`src/logic/rv_pkg.sv`:
```
package rv_pkg;

    // Data path width of the RV64 core
    localparam int XLEN = 64;

    // Fixed program counter values
    localparam logic [XLEN-1:0] RESET_PC    = 64'h0000_0000_0000_1000;  // First fetch after reset
    localparam logic [XLEN-1:0] TRAP_VECTOR = 64'h0000_0000_0000_0000;  // Interrupt handler entry

    // Data bus address map
    // RAM occupies everything from DATA_BASE up to the key register
    localparam logic [XLEN-1:0] DATA_BASE = 64'h0000_0000_0000_2000;
    localparam logic [XLEN-1:0] KEY_BASE  = 64'h0000_0000_0000_3000;  // Key register, read only
    localparam logic [XLEN-1:0] ART_BASE  = 64'h0000_0000_0000_3008;  // Art register, write only

    // Major opcodes, ir[6:0]
    localparam logic [6:0] OP_LUI   = 7'b0110111;
    localparam logic [6:0] OP_OPIMM = 7'b0010011;  // Only ADDI is executed
    localparam logic [6:0] OP_LOAD  = 7'b0000011;  // LD
    localparam logic [6:0] OP_STORE = 7'b0100011;  // SD

    // MRET is matched on the whole word
    localparam logic [31:0] INSN_MRET = 32'h3020_0073;

    // Request from the core onto the data bus
    // we and re are single cycle strobes with fixed latency
    typedef struct packed {
        logic [XLEN-1:0] addr;   // Byte address, 8 byte aligned
        logic [XLEN-1:0] wdata;  // Store data
        logic            we;     // Write strobe
        logic            re;     // Read strobe
    } bus_req_t;

endpackage

```
`src/logic/key_port.sv`:
```
`timescale 1ns/1ps

module key_port (
    input  logic                    clk,
    input  logic                    reset,
    input  logic [rv_pkg::XLEN-1:0] key,      // Asynchronous to clk
    input  logic                    re,
    output logic [rv_pkg::XLEN-1:0] rdata,
    output logic                    irq,
    input  logic                    irq_ack
);
    import rv_pkg::*;

    logic [XLEN-1:0] key_s1;   // First synchroniser stage
    logic [XLEN-1:0] key_s2;   // Second synchroniser stage
    logic [XLEN-1:0] key_reg;  // Value the core reads
    logic            changed;

    assign changed = (key_s2 != key_reg);

    always_ff @(posedge clk or negedge reset) begin
        if (!reset) begin
            key_s1  <= '0;
            key_s2  <= '0;
            key_reg <= '0;
            irq     <= 1'b0;
            rdata   <= '0;
        end else begin
            key_s1 <= key;
            key_s2 <= key_s1;
            if (changed) key_reg <= key_s2;

            // A fresh change beats an acknowledge in the same cycle
            if (irq_ack) irq <= 1'b0;
            if (changed) irq <= 1'b1;

            if (re) rdata <= key_reg;  // Same latency as the RAM
        end
    end

endmodule

```
`config.mk`:
```
export PLATFORM = sky130hd
export DESIGN_NAME = key_port
export DESIGN_NICKNAME = d
export VERILOG_FILES = /design/src/logic/rv_pkg.sv /design/src/logic/key_port.sv
export SDC_FILE = /design/constraint.sdc
export NUM_CORES = 1
export LEC_CHECK = 0
export BUFFER_PORTS_ARGS = -buffer_cell sky130_fd_sc_hd__buf_2
export CORE_UTILIZATION = 35
export DETAILED_ROUTE_END_ITERATION = 7
export GPL_TIMING_DRIVEN = 0
export SETUP_SLACK_MARGIN = 0.5
export SYNTH_ARGS = -nofsm -noshare
export SYNTH_HDL_FRONTEND = slang
export SYNTH_SLANG_ARGS = --single-unit
export TNS_END_PERCENT = 100
```
`constraint.sdc`:
```
create_clock -name clk -period 1.95 [get_ports clk]
set_input_delay 0 -clock clk [delete_from_list [all_inputs] [get_ports clk]]
set_output_delay 0 -clock clk [all_outputs]
set_load 0.01 [all_outputs]
```
==> run summary <==
• register to register — CP Class
• 35.83% — initial standard-cell utilization of the core
• 611.4 MHz — achievable frequency
• 6431 um2 — footprint of the flip-flops and latches
• 4.224 — detail-routed via count per cell
• 79.04% — share of the yosys chip area belonging to registers
• 22710 um2 — core box area
• 257 — #FFs+latches synth
• 9.803 ps — Max Clock Skew
• xor2_1 > nor4_2 > nand4_1 > nor4_4 > nand3_1 — critical path, cell by cell
• 23860 um2 — Die Footprint
• dfrtp_1 — critical path's slowest cell
• 0 — antenna violations before repair
• 1090 nW/um2 — cell area power density
• clkbuf_16 — root buffer cell
• primary input to register — class of the tightest hold or removal check
• 0 — final-report setup violation count
• 480 — gate count after technology mapping
• 1636 ps — clock period minus final worst setup slack
• 55 — Row Count
• 13.27% — global routing usage summed across all routing layers
• 27 — number of CTS-inserted buffers
• 898 — Placed Cells
• 380 ps — highest cell delay on the worst timing path
• 13 — Yosys cell types
• 4 — router iterations before antenna repair
• 14.76 um — Avg WL per Cell
• 0 — max-cap violations
• 8137 um2 — Synth Cell Area
• 34.38% — fraction of layout cells with a size suffix above 1
• 16.95 um2 — Avg Cell Area, Syn
• 133 — ports placed on the boundary
• 4.854 nW — Static Leak
• 0 — Final Slew Violations
• 154.5 um — die outline height
• 0 — DRT antenna net count
• 154.5 um — die span in x
• met2 — routing layer with the top usage in global route
• register — element type at the critical path start
• 4665 — via count of the first global-routing pass
• 9803 um — total half-perimeter wirelength after legalization and detailed placement
• 2020 ps — endpoint arrival time on the critical path
• 2330 ps — worst path required time
• 257 — Num Clock Sinks
• 548 — Synth Net Count
• 3 — Longest Clk Path Bufs
• 60 ps — CTS clk-pin slew, worst paths
• 1 — number of levels the H-tree was split into
• 33.12% — area added between synthesis and finish
• finished, final reports clean — run status
• 0 — total overflow reported by the global router
• 1015 — Final Instance Count excl. Fillers
• 1460 um2 — area taken by multi-input logic gates
• 0 — Final Hold Fails
• 2 — critical path fanouts, max
• 2.942% — GR met3 Demand/Resource
• 0.7373 — routability congestion estimate from global placement
• 4287 — Vias
• yes — setup repair after global routing missed its margin
• 24610 um — global-route wire length before repair
• 612.5 ps — Tightest Pin Transition
• 0 ps — setup_tns
• 131 — Port-buffer cells
• dfrtp_1 — most frequent standard cell in the layout excluding fill and tap cells
• 0 — setup repair bufs after CTS
• 778 — fin nets
• 0 — Remaining DRCs
• 0 — diode insertion count for antenna repair
• 1989 — count of fill cells added during filler insertion
• 126 — pin count of the biggest net entering global routing
• 638.2 uV — VDD IR-drop max
• 257 x dfrtp_1, 137 x buf_2, 71 x clkbuf_1 — most used cells in the layout excluding fill and tap cells
• 152 — DRC violation total after the first TritonRoute iteration
• 59.17% — tightest slew margin relative to the limit
• register — Worst setup EP type
• 14990 um — wirelength, routed
• yes — clock tree from TritonCTS
• 83.88% — final worst path period share
• 17.09% — Global Route met1 Usage
• 0 — yosys synthesis warning count
• 22.39% — met2 capacity usage during global routing
• 520 ps — clock insertion delay at the later pin of the skew report
[final timing paths]
kind                            slack, ps         end         from  cells past startpoint
worst max register to register        310         irq  key_reg[11]                      5
worst min register to register        340  key_s2[39]   key_s1[39]                      0
worst max-delay path                  310         irq  key_reg[11]                      5
max in group asynchronous             630   rdata[36]        reset                      4
worst min-delay path                  110  key_s1[54]      key[54]                      2
min in group asynchronous             470  key_s1[29]        reset                      3
[worst max-delay path: cells and delay by family, from the launching register on]
family | cells | cell delay [ps]
and+or+nand+nor | 4 | 940
DFF | 1 | 380
xor gates and xnor gates | 1 | 170
[routing by layer]
metal / part of all wire, % / wire (um)
met1: 43 / 6452
met2: 49 / 7383
met3: 4.7 / 699
met4: 3.0 / 449
met5: 0 / 0
[power by group]
group	internal [mW]	switching, mW	total, mW
combinational	0.461	0.409	0.870
clock	3.09	2.00	5.08
sequential	5.67	0.178	5.85
total	9.22	2.58	11.8
[cells in the mapped netlist]
cell | count | area share, %
xnor2_1 | 32 | 3.4
mux2_2 | 64 | 8.9
inv_1 | 1 | 0.046
nor4_1 | 9 | 0.69
nor4_2 | 1 | 0.15
nand3_1 | 2 | 0.12
xor2_1 | 32 | 3.4
nand4_1 | 9 | 0.69
dfrtp_1 | 257 | 79
nor3_1 | 1 | 0.061
buf_2 | 7 | 0.43
o21ai_0 | 1 | 0.061
clkbuf_1 | 64 | 3.0
[timing repair]
item                       4_1_cts  5_1_grt
setup endpoints to repair        1       23
pin swaps                        1        0
hold buffers                    68        1
hold endpoints to repair       326       22
resized for setup                5        0
[final cells by class]
type                       count  area share [%]
clock buffer                  41           7.370
sequential                   257           59.37
inverter                       1         0.03465
timing repair buffer         201           12.94
clock inverter                 8          0.9703
buffer                        71           2.541
tap                          285           3.292
multi-input combinational    151           13.48
[through the flow]
step / total power [mW] / setup slack, ps / utilization (%) / hold WS (ps) / area (um2)
6_report: 11.80 / 314.4 / 47.70 / 111.1 / 10830
5_1_grt: 12.32 / 149.1 / 47.70 / 92.06 / 10830
2_1_floorplan: 6.278 / 702.1 / - / -295.6 / 8137
4_1_cts: 12.00 / 193.3 / 47.70 / 83.05 / 10830
3_5_place_dp: 6.730 / 55.87 / 40.57 / -142.2 / 9214
3_3_place_gp: 6.677 / -3377 / 40.29 / 108.3 / 9149
[logic make-up after synthesis]
group,count (synthesis),synth area share [%]
AOI/OAI and AO/OA,1,0.06145
muxes,64,8.857
DFF,257,79.04
buffers and inverters,72,3.429
and+or+nand+nor,22,1.722
xor gates and xnor gates,64,6.889
Power figures use the tool's default switching activity.
