`src/logic/rv_pkg.sv`:
```
package rv_pkg;

    // Data path width of the RV64 core
    localparam int XLEN = 64;

    // Fixed program counter values
    localparam logic [XLEN-1:0] RESET_PC    = 64'h0000_0000_0000_1000;  // First fetch after reset
    localparam logic [XLEN-1:0] TRAP_VECTOR = 64'h0000_0000_0000_0000;  // Interrupt handler entry

    // Data bus address map
    // RAM occupies everything from DATA_BASE up to the key register
    localparam logic [XLEN-1:0] DATA_BASE = 64'h0000_0000_0000_2000;
    localparam logic [XLEN-1:0] KEY_BASE  = 64'h0000_0000_0000_3000;  // Key register, read only
    localparam logic [XLEN-1:0] ART_BASE  = 64'h0000_0000_0000_3008;  // Art register, write only

    // Major opcodes, ir[6:0]
    localparam logic [6:0] OP_LUI   = 7'b0110111;
    localparam logic [6:0] OP_OPIMM = 7'b0010011;  // Only ADDI is executed
    localparam logic [6:0] OP_LOAD  = 7'b0000011;  // LD
    localparam logic [6:0] OP_STORE = 7'b0100011;  // SD

    // MRET is matched on the whole word
    localparam logic [31:0] INSN_MRET = 32'h3020_0073;

    // Request from the core onto the data bus
    // we and re are single cycle strobes with fixed latency
    typedef struct packed {
        logic [XLEN-1:0] addr;   // Byte address, 8 byte aligned
        logic [XLEN-1:0] wdata;  // Store data
        logic            we;     // Write strobe
        logic            re;     // Read strobe
    } bus_req_t;

endpackage

```
`src/logic/bus_decode.sv`:
```
`timescale 1ns/1ps

module bus_decode (
    input  logic                    clk,
    input  logic                    reset,
    input  rv_pkg::bus_req_t        core_req,
    output logic [rv_pkg::XLEN-1:0] core_rdata,
    output rv_pkg::bus_req_t        ram_req,
    input  logic [rv_pkg::XLEN-1:0] ram_rdata,
    output logic                    key_re,
    input  logic [rv_pkg::XLEN-1:0] key_rdata,
    output logic                    art_we,
    output logic [rv_pkg::XLEN-1:0] art_wdata
);
    import rv_pkg::*;

    logic sel_ram;
    logic sel_key;
    logic sel_art;
    logic ram_rd_q;  // Read in flight from RAM
    logic key_rd_q;  // Read in flight from key port

    // Address map
    assign sel_ram = (core_req.addr >= DATA_BASE) && (core_req.addr < KEY_BASE);
    assign sel_key = (core_req.addr == KEY_BASE);
    assign sel_art = (core_req.addr == ART_BASE);

    // Strobes reach only the matching slave
    always_comb begin
        ram_req    = core_req;
        ram_req.we = core_req.we & sel_ram;
        ram_req.re = core_req.re & sel_ram;
    end

    assign key_re    = core_req.re & sel_key;  // Stores to the key register dropped
    assign art_we    = core_req.we & sel_art;  // Art loads never strobe a slave
    assign art_wdata = core_req.wdata;

    // Slaves answer one cycle after the strobe
    always_ff @(posedge clk or negedge reset) begin
        if (!reset) begin
            ram_rd_q <= 1'b0;
            key_rd_q <= 1'b0;
        end else begin
            ram_rd_q <= core_req.re & sel_ram;
            key_rd_q <= core_req.re & sel_key;
        end
    end

    // Unmapped and art reads return zero
    assign core_rdata = ram_rd_q ? ram_rdata :
                        key_rd_q ? key_rdata : '0;

endmodule

```
`config.mk`:
```
export PLATFORM = sky130hd
export DESIGN_NAME = bus_decode
export DESIGN_NICKNAME = d
export VERILOG_FILES = /design/src/logic/rv_pkg.sv /design/src/logic/bus_decode.sv
export SDC_FILE = /design/constraint.sdc
export NUM_CORES = 1
export LEC_CHECK = 0
export ABC_AREA = 1
export BUFFER_PORTS_ARGS = -buffer_cell sky130_fd_sc_hd__clkbuf_2
export CORE_AREA = 5 5 197 199
export CTS_BUF_LIST = sky130_fd_sc_hd__clkbuf_16
export DETAILED_ROUTE_END_ITERATION = 16
export DIE_AREA = 0 0 202 204
export SYNTH_ARGS = -nofsm -noshare
export SYNTH_HDL_FRONTEND = slang
export SYNTH_SLANG_ARGS = --single-unit
```
`constraint.sdc`:
```
create_clock -name clk -period 0.95 [get_ports clk]
set_clock_uncertainty 0.1 [all_clocks]
set_input_delay 0.095 -clock clk [delete_from_list [all_inputs] [get_ports clk]]
set_output_delay 0.095 -clock clk [all_outputs]
set_load 0.01 [all_outputs]
```
==> impl_metrics.csv <==
group,metric,value,unit
status,outcome,"complete, but fails checks",
status,violations,"negative setup slack",
min_path,whs_path_depth,3,
power,p_leak,0.00237,uW
sta,slew_viol_final,0,
clocking,postCtsSetupBuffers,0,
setup_path,path_delay_family,"flip-flops",
clocking,cts.htree.levels,1,
synthesis,synth_area,2680,sq um
sta,worst_slack,-566,ps
setup_path,required,750,ps
sta,clock.fmax,660,MHz
setup_path,critical_path_class,"register to output pin",
clocking,clockBufferDepth,2,
synthesis,synth_cell_types,12,
drt,firstDrtPassIters,4,
sta,maxSlewHeadroom,76.1,%
placed_design,place_congestion,0.839,
synthesis,yosys_warnings,0,
power,cellPowerDensity,364,nW/um^2
setup_path,slowest_stage,"dfrtp_2",
drt,via_count,3458,
clocking,clkSlewWorstSetupHoldPaths,30,ps
synthesis,syn-mean-instance-area,5.59,sq um
setup_path,crit_arrival,1320,ps
min_path,min_path_type,"input port to register",
global_route,grt.overflow.total,0,
setup_path,worst_setup_path_start_kind,"register",
sta,worstMarginPinSlew,359,ps
drt,drtIter0Drc,145,
drt,routed_wl,14900,um
floorplan,die_area,41200,sq um
synthesis,ys_ff_latch,2,
floorplan,start_util,7.23,%
min_path,hold_start,"core_req[0]",
placed_design,dp.cells,1104,
drt,wl_per_cell,13.4,um
min_path,holdPathEnd,"ram_rd_q",
cells_and_area,fin_cells,1112,
clocking,cts_tree,"built",
power,ir_drop,0.858,mV
drt,drcViolationCount,0,
clocking,cts_root_buffer,"clkbuf_16",
sta,min_period,1520,ps
synthesis,synth.yosys.seq_area_share,1.87,%
setup_path,cp_cell_sequence,"clkinv_4, buf_12, nand3_1, nand2_2, clkbuf_8",
sta,rsz0062_at_grt,"yes",
sta,finalHoldViolations,0,
floorplan,die_h,204,um
synthesis,syn_nets,739,
clocking,cts.sinks,2,
global_route,grt_first_pass_wirelength,19300,um
sta,period_share,160,%
floorplan,fp.dieW,202,um
floorplan,core,37000,sq um
cells_and_area,area_delta_synth_final,63.2,%
drt,vias_per_cell,3.11,
job,drv_cap,0,
placed_design,dpl_cell_area,3850,sq um
global_route,grt_start_max_net_pins,65,
cells_and_area,drive_gt1_share,73.0,%
cells_and_area,final_area,4370,sq um
synthesis,syn_inst,479,
cells_and_area,diodes,0,
placed_design,port_buffers,327,
global_route,grt_pass1_vias,3392,
floorplan,fp-row-count,71,
global_route,grt_usage,5.99,%
placed_design,hpwl,12300,um
global_route,grt_antenna_before_repair,0,
floorplan,pin_count,520,
setup_path,crit_fanout,23,
cells_and_area,nNetsFinal,900,
sta,setup_violations,68,
clocking,cts_made_buffers,3,
setup_path,timing.critical_path.buf_inv,3,
setup_path,cp-end-kind,"output pin",
drt,ant_nets,0,
setup_path,max_stage_delay,460,ps
[cell families after synthesis]
logic type / share of synthesized area, %
simple gates: 40.0
buf+inv: 58.1
flops: 1.87
[routing by layer]
| layer | vias to the layer above | wire length [um] | GRT usage, % |
|---|---|---|---|
| met5 | - | 83 | 1.43 |
| met4 | 4 | 105 | 0.879 |
| met3 | 16 | 2380 | 3.98 |
| met2 | 356 | 7100 | 10.1 |
| met1 | 1468 | 5220 | 6.27 |
| li1 | 1614 | - | - |
[layout by cell type (no fill, tap or decap), drive strengths merged]
master,netlist,routed
nand3b,1,1
dlygate4sd3,0,1
nand3,65,65
clkinv,0,1
or2,1,1
clkbuf,0,318
inv,4,3
nand2,148,148
buf,212,52
nor2,45,45
dfrtp,2,2
nand4,1,1
[area by class of cell]
class	instances	area, sq um
Tap cell	474	593
Inverter	4	20.0
Sequential cell	2	52.6
Multi-Input combinational cell	261	1360
Clock buffer	3	75.1
Fill cell	4292	32700
Timing Repair Buffer	368	2280
[per-stage QoR]
step | total power [uW] | hold slack, ps | TNS [ps] | utilization (%) | setup WS (ps)
finish | 1590 | 30.3 | -35560 | 11.8 | -566
global route | 1680 | 48.8 | -41640 | 11.8 | -667
CTS | 1550 | 42.3 | -38020 | 11.1 | -615
detailed placement | 886 | -215 | -24930 | 10.4 | -537
global placement | 883 | -216 | -23810 | 10.4 | -542
floorplan | 961 | -301 | -3320 | - | -55.2
[cell usage after synthesis]
cell | n | area, sq um
nand3b_1 | 1 | 7.51
inv_1 | 3 | 11.3
buf_2 | 20 | 100
nand4_1 | 1 | 6.26
buf_4 | 192 | 1440
nor2_1 | 44 | 165
nand3_1 | 65 | 325
nor2_2 | 1 | 6.26
or2_0 | 1 | 6.26
dfrtp_1 | 2 | 50.1
inv_2 | 1 | 3.75
nand2_1 | 148 | 556
[state kept, by name (all words and copies together) (netlist names)]
name	flops
ram_rd_q	1
key_rd_q	1
[what timing repair did]
| item | in CTS | in global routing |
|---|---|---|
| pin swaps | 7 | 26 |
| gates cloned | 1 | 3 |
| setup endpoints to repair | 70 | 70 |
| resized for setup | 36 | 56 |
| hold endpoints to repair | 2 | 0 |
| hold buffers | 1 | 0 |
[power breakdown]
group,switching [uW],internal [uW]
sequential,0.0000000000000421,85.8
clock,104,536
combinational,359,504
total,464,1130
[worst max-delay path by stage]
| stage | startpoint | endpoint | slack [ps] | cells past startpoint |
|---|---|---|---|---|
| 3_3_place_gp | core_req[81] | ram_req[1] | -540 | 8 |
| 4_1_cts | ram_rd_q | core_rdata[60] | -620 | 5 |
| 5_1_grt | ram_rd_q | core_rdata[39] | -670 | 5 |
| 6_report | ram_rd_q | core_rdata[37] | -570 | 5 |
| 2_1_floorplan | ram_rd_q | core_rdata[0] | -60 | 4 |
| 3_5_place_dp | core_req[81] | ram_req[0] | -540 | 8 |
No activity file was read; power rests on OpenSTA's default activity.
