<file path="config.mk">
export PLATFORM = sky130hd
export DESIGN_NAME = art_port
export DESIGN_NICKNAME = d
export VERILOG_FILES = /design/src/logic/rv_pkg.sv /design/src/logic/art_port.sv
export SDC_FILE = /design/constraint.sdc
export NUM_CORES = 1
export LEC_CHECK = 0
export ABC_AREA = 1
export BUFFER_PORTS_ARGS = -buffer_cell sky130_fd_sc_hd__buf_2
export CAP_MARGIN = 40
export CORE_MARGIN = 2
export CORE_UTILIZATION = 44
export DETAILED_ROUTE_END_ITERATION = 16
export HOLD_SLACK_MARGIN = 0.05
export PLACE_DENSITY = 0.79
export SYNTH_ARGS = -nofsm -noshare
export SYNTH_HDL_FRONTEND = slang
export SYNTH_SLANG_ARGS = --single-unit
</file>
<file path="constraint.sdc">
create_clock -name clk -period 0.8 [get_ports clk]
set_clock_uncertainty 0.05 [all_clocks]
set_input_delay 0 -clock clk [delete_from_list [all_inputs] [get_ports clk]]
set_output_delay 0 -clock clk [all_outputs]
set_load 0.05 [all_outputs]
</file>
<file path="src/logic/rv_pkg.sv">
package rv_pkg;

    // Data path width of the RV64 core
    localparam int XLEN = 64;

    // Fixed program counter values
    localparam logic [XLEN-1:0] RESET_PC    = 64'h0000_0000_0000_1000;  // First fetch after reset
    localparam logic [XLEN-1:0] TRAP_VECTOR = 64'h0000_0000_0000_0000;  // Interrupt handler entry

    // Data bus address map
    // RAM occupies everything from DATA_BASE up to the key register
    localparam logic [XLEN-1:0] DATA_BASE = 64'h0000_0000_0000_2000;
    localparam logic [XLEN-1:0] KEY_BASE  = 64'h0000_0000_0000_3000;  // Key register, read only
    localparam logic [XLEN-1:0] ART_BASE  = 64'h0000_0000_0000_3008;  // Art register, write only

    // Major opcodes, ir[6:0]
    localparam logic [6:0] OP_LUI   = 7'b0110111;
    localparam logic [6:0] OP_OPIMM = 7'b0010011;  // Only ADDI is executed
    localparam logic [6:0] OP_LOAD  = 7'b0000011;  // LD
    localparam logic [6:0] OP_STORE = 7'b0100011;  // SD

    // MRET is matched on the whole word
    localparam logic [31:0] INSN_MRET = 32'h3020_0073;

    // Request from the core onto the data bus
    // we and re are single cycle strobes with fixed latency
    typedef struct packed {
        logic [XLEN-1:0] addr;   // Byte address, 8 byte aligned
        logic [XLEN-1:0] wdata;  // Store data
        logic            we;     // Write strobe
        logic            re;     // Read strobe
    } bus_req_t;

endpackage

</file>
<file path="src/logic/art_port.sv">
`timescale 1ns/1ps

module art_port (
    input  logic                    clk,
    input  logic                    reset,
    input  logic                    we,
    input  logic [rv_pkg::XLEN-1:0] wdata,
    output logic [rv_pkg::XLEN-1:0] art_data,
    output logic                    art_strobe
);
    import rv_pkg::*;

    // Strobe marks the cycle in which new data first shows
    always_ff @(posedge clk or negedge reset) begin
        if (!reset) begin
            art_data   <= '0;
            art_strobe <= 1'b0;
        end else begin
            art_strobe <= we;      // Core store strobe is one cycle
            if (we) begin
                art_data <= wdata;
            end
        end
    end

endmodule

</file>
==> results_tabular.tex <==
\begin{tabular}{lr}
\hline
Metric & Value \\
\hline
\multicolumn{2}{l}{\textbf{Setup path}} \\
\quad Worst Path Class, Setup & register to primary output \\
\quad Crit path buf inv count & 1 \\
\quad Critical path startpoint category & register \\
\quad Register-to-Register Path Depth & 3 \\
\quad Critical Path, Cell by Cell & buf\_6 \\
\quad Worst stage delay on the critical path & around 0.43 ns \\
\quad Highest net fanout along the worst path & 2 \\
\quad Data required time at the worst endpoint & about 0.75 ns \\
\quad Minimum setup slack among reg-to-reg paths & -0.05 ns \\
\quad Worst EP arrival & $\sim$0.91 ns \\
\quad Count of cell instances traversed by the critical path & 1 \\
\quad Gate family responsible for the most delay along the worst path & flip-flops \\
\quad Nature of the critical path endpoint & primary output \\
\quad Critical-path cell with the highest stage delay & sky130\_fd\_sc\_hd\_\_dfrtp\_2 \\
\multicolumn{2}{l}{\textbf{Logic synthesis}} \\
\quad Fraction of registers with async set or reset after synthesis & 100\% \\
\quad Distinct cell type count of the synthesized netlist & 6 \\
\quad Synthesized netlist net count & approximately 340 \\
\quad Sequential area share after synthesis & between 60\% and 70\% \\
\quad Cell with the most instances after synthesis & sky130\_fd\_sc\_hd\_\_nand2\_1 \\
\quad Yosys warnings & 0 \\
\quad Number of enable flip-flop cells after synthesis & 0 \\
\quad Synthesized area divided by synthesized cell count & between 9 and 10 sq um \\
\quad Most common library cells after synthesis & sky130\_fd\_sc\_hd\_\_nand2\_1, sky130\_fd\_sc\_hd\_\_dfrtp\_1, sky130\_fd\_sc\_hd\_\_buf\_2, sky130\_fd\_sc\_hd\_\_clkbuf\_8 \\
\quad Cell types occupying the most area after synthesis & sky130\_fd\_sc\_hd\_\_dfrtp\_1, sky130\_fd\_sc\_hd\_\_nand2\_1, sky130\_fd\_sc\_hd\_\_clkbuf\_8, sky130\_fd\_sc\_hd\_\_buf\_2, sky130\_fd\_sc\_hd\_\_buf\_4 \\
\quad Top\_reg\_cell synth & sky130\_fd\_sc\_hd\_\_dfrtp\_1 \\
\quad Share of the synthesized area in the top cell type & $\sim$66\% \\
\quad Post-synthesis register bit count & 65 \\
\quad Total standard cell area after synthesis & about 2500 sq um \\
\quad Cell type contributing the most total cell area after synthesis & sky130\_fd\_sc\_hd\_\_dfrtp\_1 \\
\quad Synthesized instance count & between 200 and 300 \\
\multicolumn{2}{l}{\textbf{Timing}} \\
\quad Final worst slack & -0.161 ns \\
\quad Max-slew violation count & 0 \\
\quad Slew at the pin closest to its max-slew limit & 0.343 ns \\
\quad Highest clock frequency the design can meet & 1.04 GHz \\
\quad Min Tclk post-route & approximately 0.96 ns \\
\quad Headroom to the max-slew limit & $\sim$77\% \\
\quad Count of final hold-check violations & 0 \\
\quad Setup TNS & -9.18 ns \\
\quad RSZ-0062 raised after global routing & true \\
\quad Final period utilization & 120\% \\
\quad Setup violators final & between 60 and 70 \\
\multicolumn{2}{l}{\textbf{Clock network}} \\
\quad Clock Sink Count & 65 \\
\quad TritonCTS clock tree & built \\
\quad Number of buffers on the longest clock path & 2 \\
\quad Worst-Skew Late Latency & about 0.32 ns \\
\quad CTS clk-pin slew, worst paths & about 0.070 ns \\
\quad Number of buffers inserted during clock tree synthesis & 9 \\
\quad Root Buffer & sky130\_fd\_sc\_hd\_\_clkbuf\_8 \\
\quad Depth of the CTS H-tree & 3 \\
\multicolumn{2}{l}{\textbf{GRT}} \\
\quad Remaining global-route overflow & 0 \\
\quad Number of global-route vias before repair & 2,808 \\
\quad Antenna violations before repair & 0 \\
\quad Largest net degree at the start of global routing & 66 \\
\quad Gr usage total & around 29\% \\
\quad Global-route wire length before repair & about 13 mm \\
\multicolumn{2}{l}{\textbf{Detailed routing}} \\
\quad Total number of vias & 2,528 \\
\quad Routed length per instance & roughly 15 um \\
\quad Post-route DRC & 0 \\
\quad DRT iter0 DRCs & approximately 140 \\
\quad ANT nets after route & 0 \\
\quad First-pass iteration count of the detailed router & 4 \\
\quad Ratio of routed vias to standard cells & approximately 4.6 \\
\quad Final routed wirelength across all metal layers & between 8 and 9 mm \\
\multicolumn{2}{l}{\textbf{Floorplanning}} \\
\quad Die W & a little under 80 um \\
\quad Top Ports & between 100 and 150 \\
\quad Total die area & 6230 sq um \\
\quad Core footprint & about 5500 sq um \\
\quad Initial standard-cell utilization of the core & between 40\% and 50\% \\
\quad Number of placement rows & 27 \\
\quad Die Ht & 78.9 um \\
\multicolumn{2}{l}{\textbf{Power and ir drop}} \\
\quad Leakage dissipation & around 2.4 nW \\
\quad Switching portion of total power & roughly 32\% \\
\quad Cell-internal power & 6.40 mW \\
\quad Power per standard cell area & 2060 nW/um\^{}2 \\
\quad Clock network fraction of total power & roughly 30\% \\
\quad Worst vdd ir & 1.50 mV \\
\quad Combinational Power Share & between 20\% and 30\% \\
\quad Reported net switching power & just over 3 mW \\
\quad Relative contribution of sequential cells to total power & between 40\% and 50\% \\
\multicolumn{2}{l}{\textbf{Finish}} \\
\quad Ant. Diodes & 0 \\
\quad Final Util & 83.8\% \\
\quad Number of nets at the end of the flow & $\sim$540 \\
\quad Fraction of final layout cells with drive strength greater than 1 & 46.3\% \\
\quad Area growth, synth to finish & 85.5\% \\
\multicolumn{2}{l}{\textbf{Outcome}} \\
\quad Failing checks & negative setup slack \\
\quad Run status & finished with violations \\
\multicolumn{2}{l}{\textbf{Worst hold path}} \\
\quad Hold Path Stages & 4 \\
\quad Worst min-delay path class & input port to register \\
\multicolumn{2}{l}{\textbf{Flow run}} \\
\quad Max cap viols & 0 \\
\multicolumn{2}{l}{\textbf{Placement}} \\
\quad Routability congestion estimate & around 0.8 \\
\quad Port Buf Inserts & around 130 \\
\quad Post-detailed-placement half-perimeter wirelength & between 3 and 4 mm \\
\hline
\end{tabular}
## power groups by stage
stage	combinational, mW	sequential [mW]	clock [mW]
2_1_floorplan	0.362	4.88	0
3_3_place_gp	2.00	3.82	0
3_5_place_dp	2.03	3.83	0
4_1_cts	2.65	3.85	2.90
5_1_grt	2.88	3.89	3.08
6_report	2.73	3.87	2.83
## cell families (layout without fill, tap and decap cells)
logic type | after synthesis | in the layout | share of synthesized area, %
DFF | 65 | 65 | 65.8
and+or+nand+nor | 192 | 192 | 29.2
buffers and inverters | 14 | 223 | 5.01
## area by class of cell
type | instances | area [sq um]
sequential | 65 | 1710
timing repair buffer | 206 | 1840
inverter | 1 | 3.75
tap | 72 | 90.1
clock buffer | 14 | 173
clock inverter | 2 | 35.0
multi-input combinational | 192 | 733
fill | 306 | 888
## through the flow
stage               hold slack (ns)  std cells  power (mW)  worst slack (ns)  cell area (sq um)
floorplan                    -0.346        271        5.24          0.000111               2550
global placement            -0.0125        467        5.82             0.144               3260
detailed placement         -0.00686        467        5.86             0.110               3260
CTS                          0.0883        550        9.40            -0.172               4550
global route                 0.0769        552        9.85            -0.198               4580
finish                       0.0822        552        9.42            -0.161               4580
## worst paths after layout
path | start | endpoint
setup / recovery | art_data[2] | art_data[2]
hold / removal | we | art_data[6]
setup reg to reg | art_data[29] | art_data[29]
hold reg to reg | art_data[49] | art_data[49]
max in group asynchronous | reset | art_data[29]
min in group asynchronous | reset | art_data[36]
## placed cells by master, fill, tap and decap left out
master and count:
sky130_fd_sc_hd__nand2_1 189, sky130_fd_sc_hd__buf_6 67, sky130_fd_sc_hd__dlygate4sd3_1 66, sky130_fd_sc_hd__buf_2 66, sky130_fd_sc_hd__dfrtp_2 64, sky130_fd_sc_hd__clkbuf_8 12
sky130_fd_sc_hd__buf_12 3, sky130_fd_sc_hd__buf_4 3, sky130_fd_sc_hd__nand2_2 2, sky130_fd_sc_hd__clkbuf_1 2, sky130_fd_sc_hd__inv_2 1, sky130_fd_sc_hd__nand2_4 1
sky130_fd_sc_hd__dfrtp_1 1, sky130_fd_sc_hd__clkinv_2 1, sky130_fd_sc_hd__bufinv_16 1, sky130_fd_sc_hd__buf_8 1
## metal layers
| metal | GRT usage [%] | routed length [um] | vias up |
|---|---|---|---|
| li1 | - | - | 1215 |
| met1 | 30.1 | 3070 | 1184 |
| met2 | 53.8 | 4600 | 111 |
| met3 | 6.70 | 520 | 18 |
| met4 | 13.8 | 204 | 0 |
| met5 | 0 | 0 | - |
## state kept, by name (all words and copies together) (netlist names)
name and cells:
art_strobe 1, art_data 64
## what timing repair did
action / in CTS / in global routing
hold buffers: 66 / 0
buffers inserted: 1 / 3
endpoints found under the hold margin: 130 / 0
resized for setup: 133 / 6
pin swaps: 0 / 0
endpoints found under the setup margin: 65 / 67
Power figures use the tool's default switching activity.
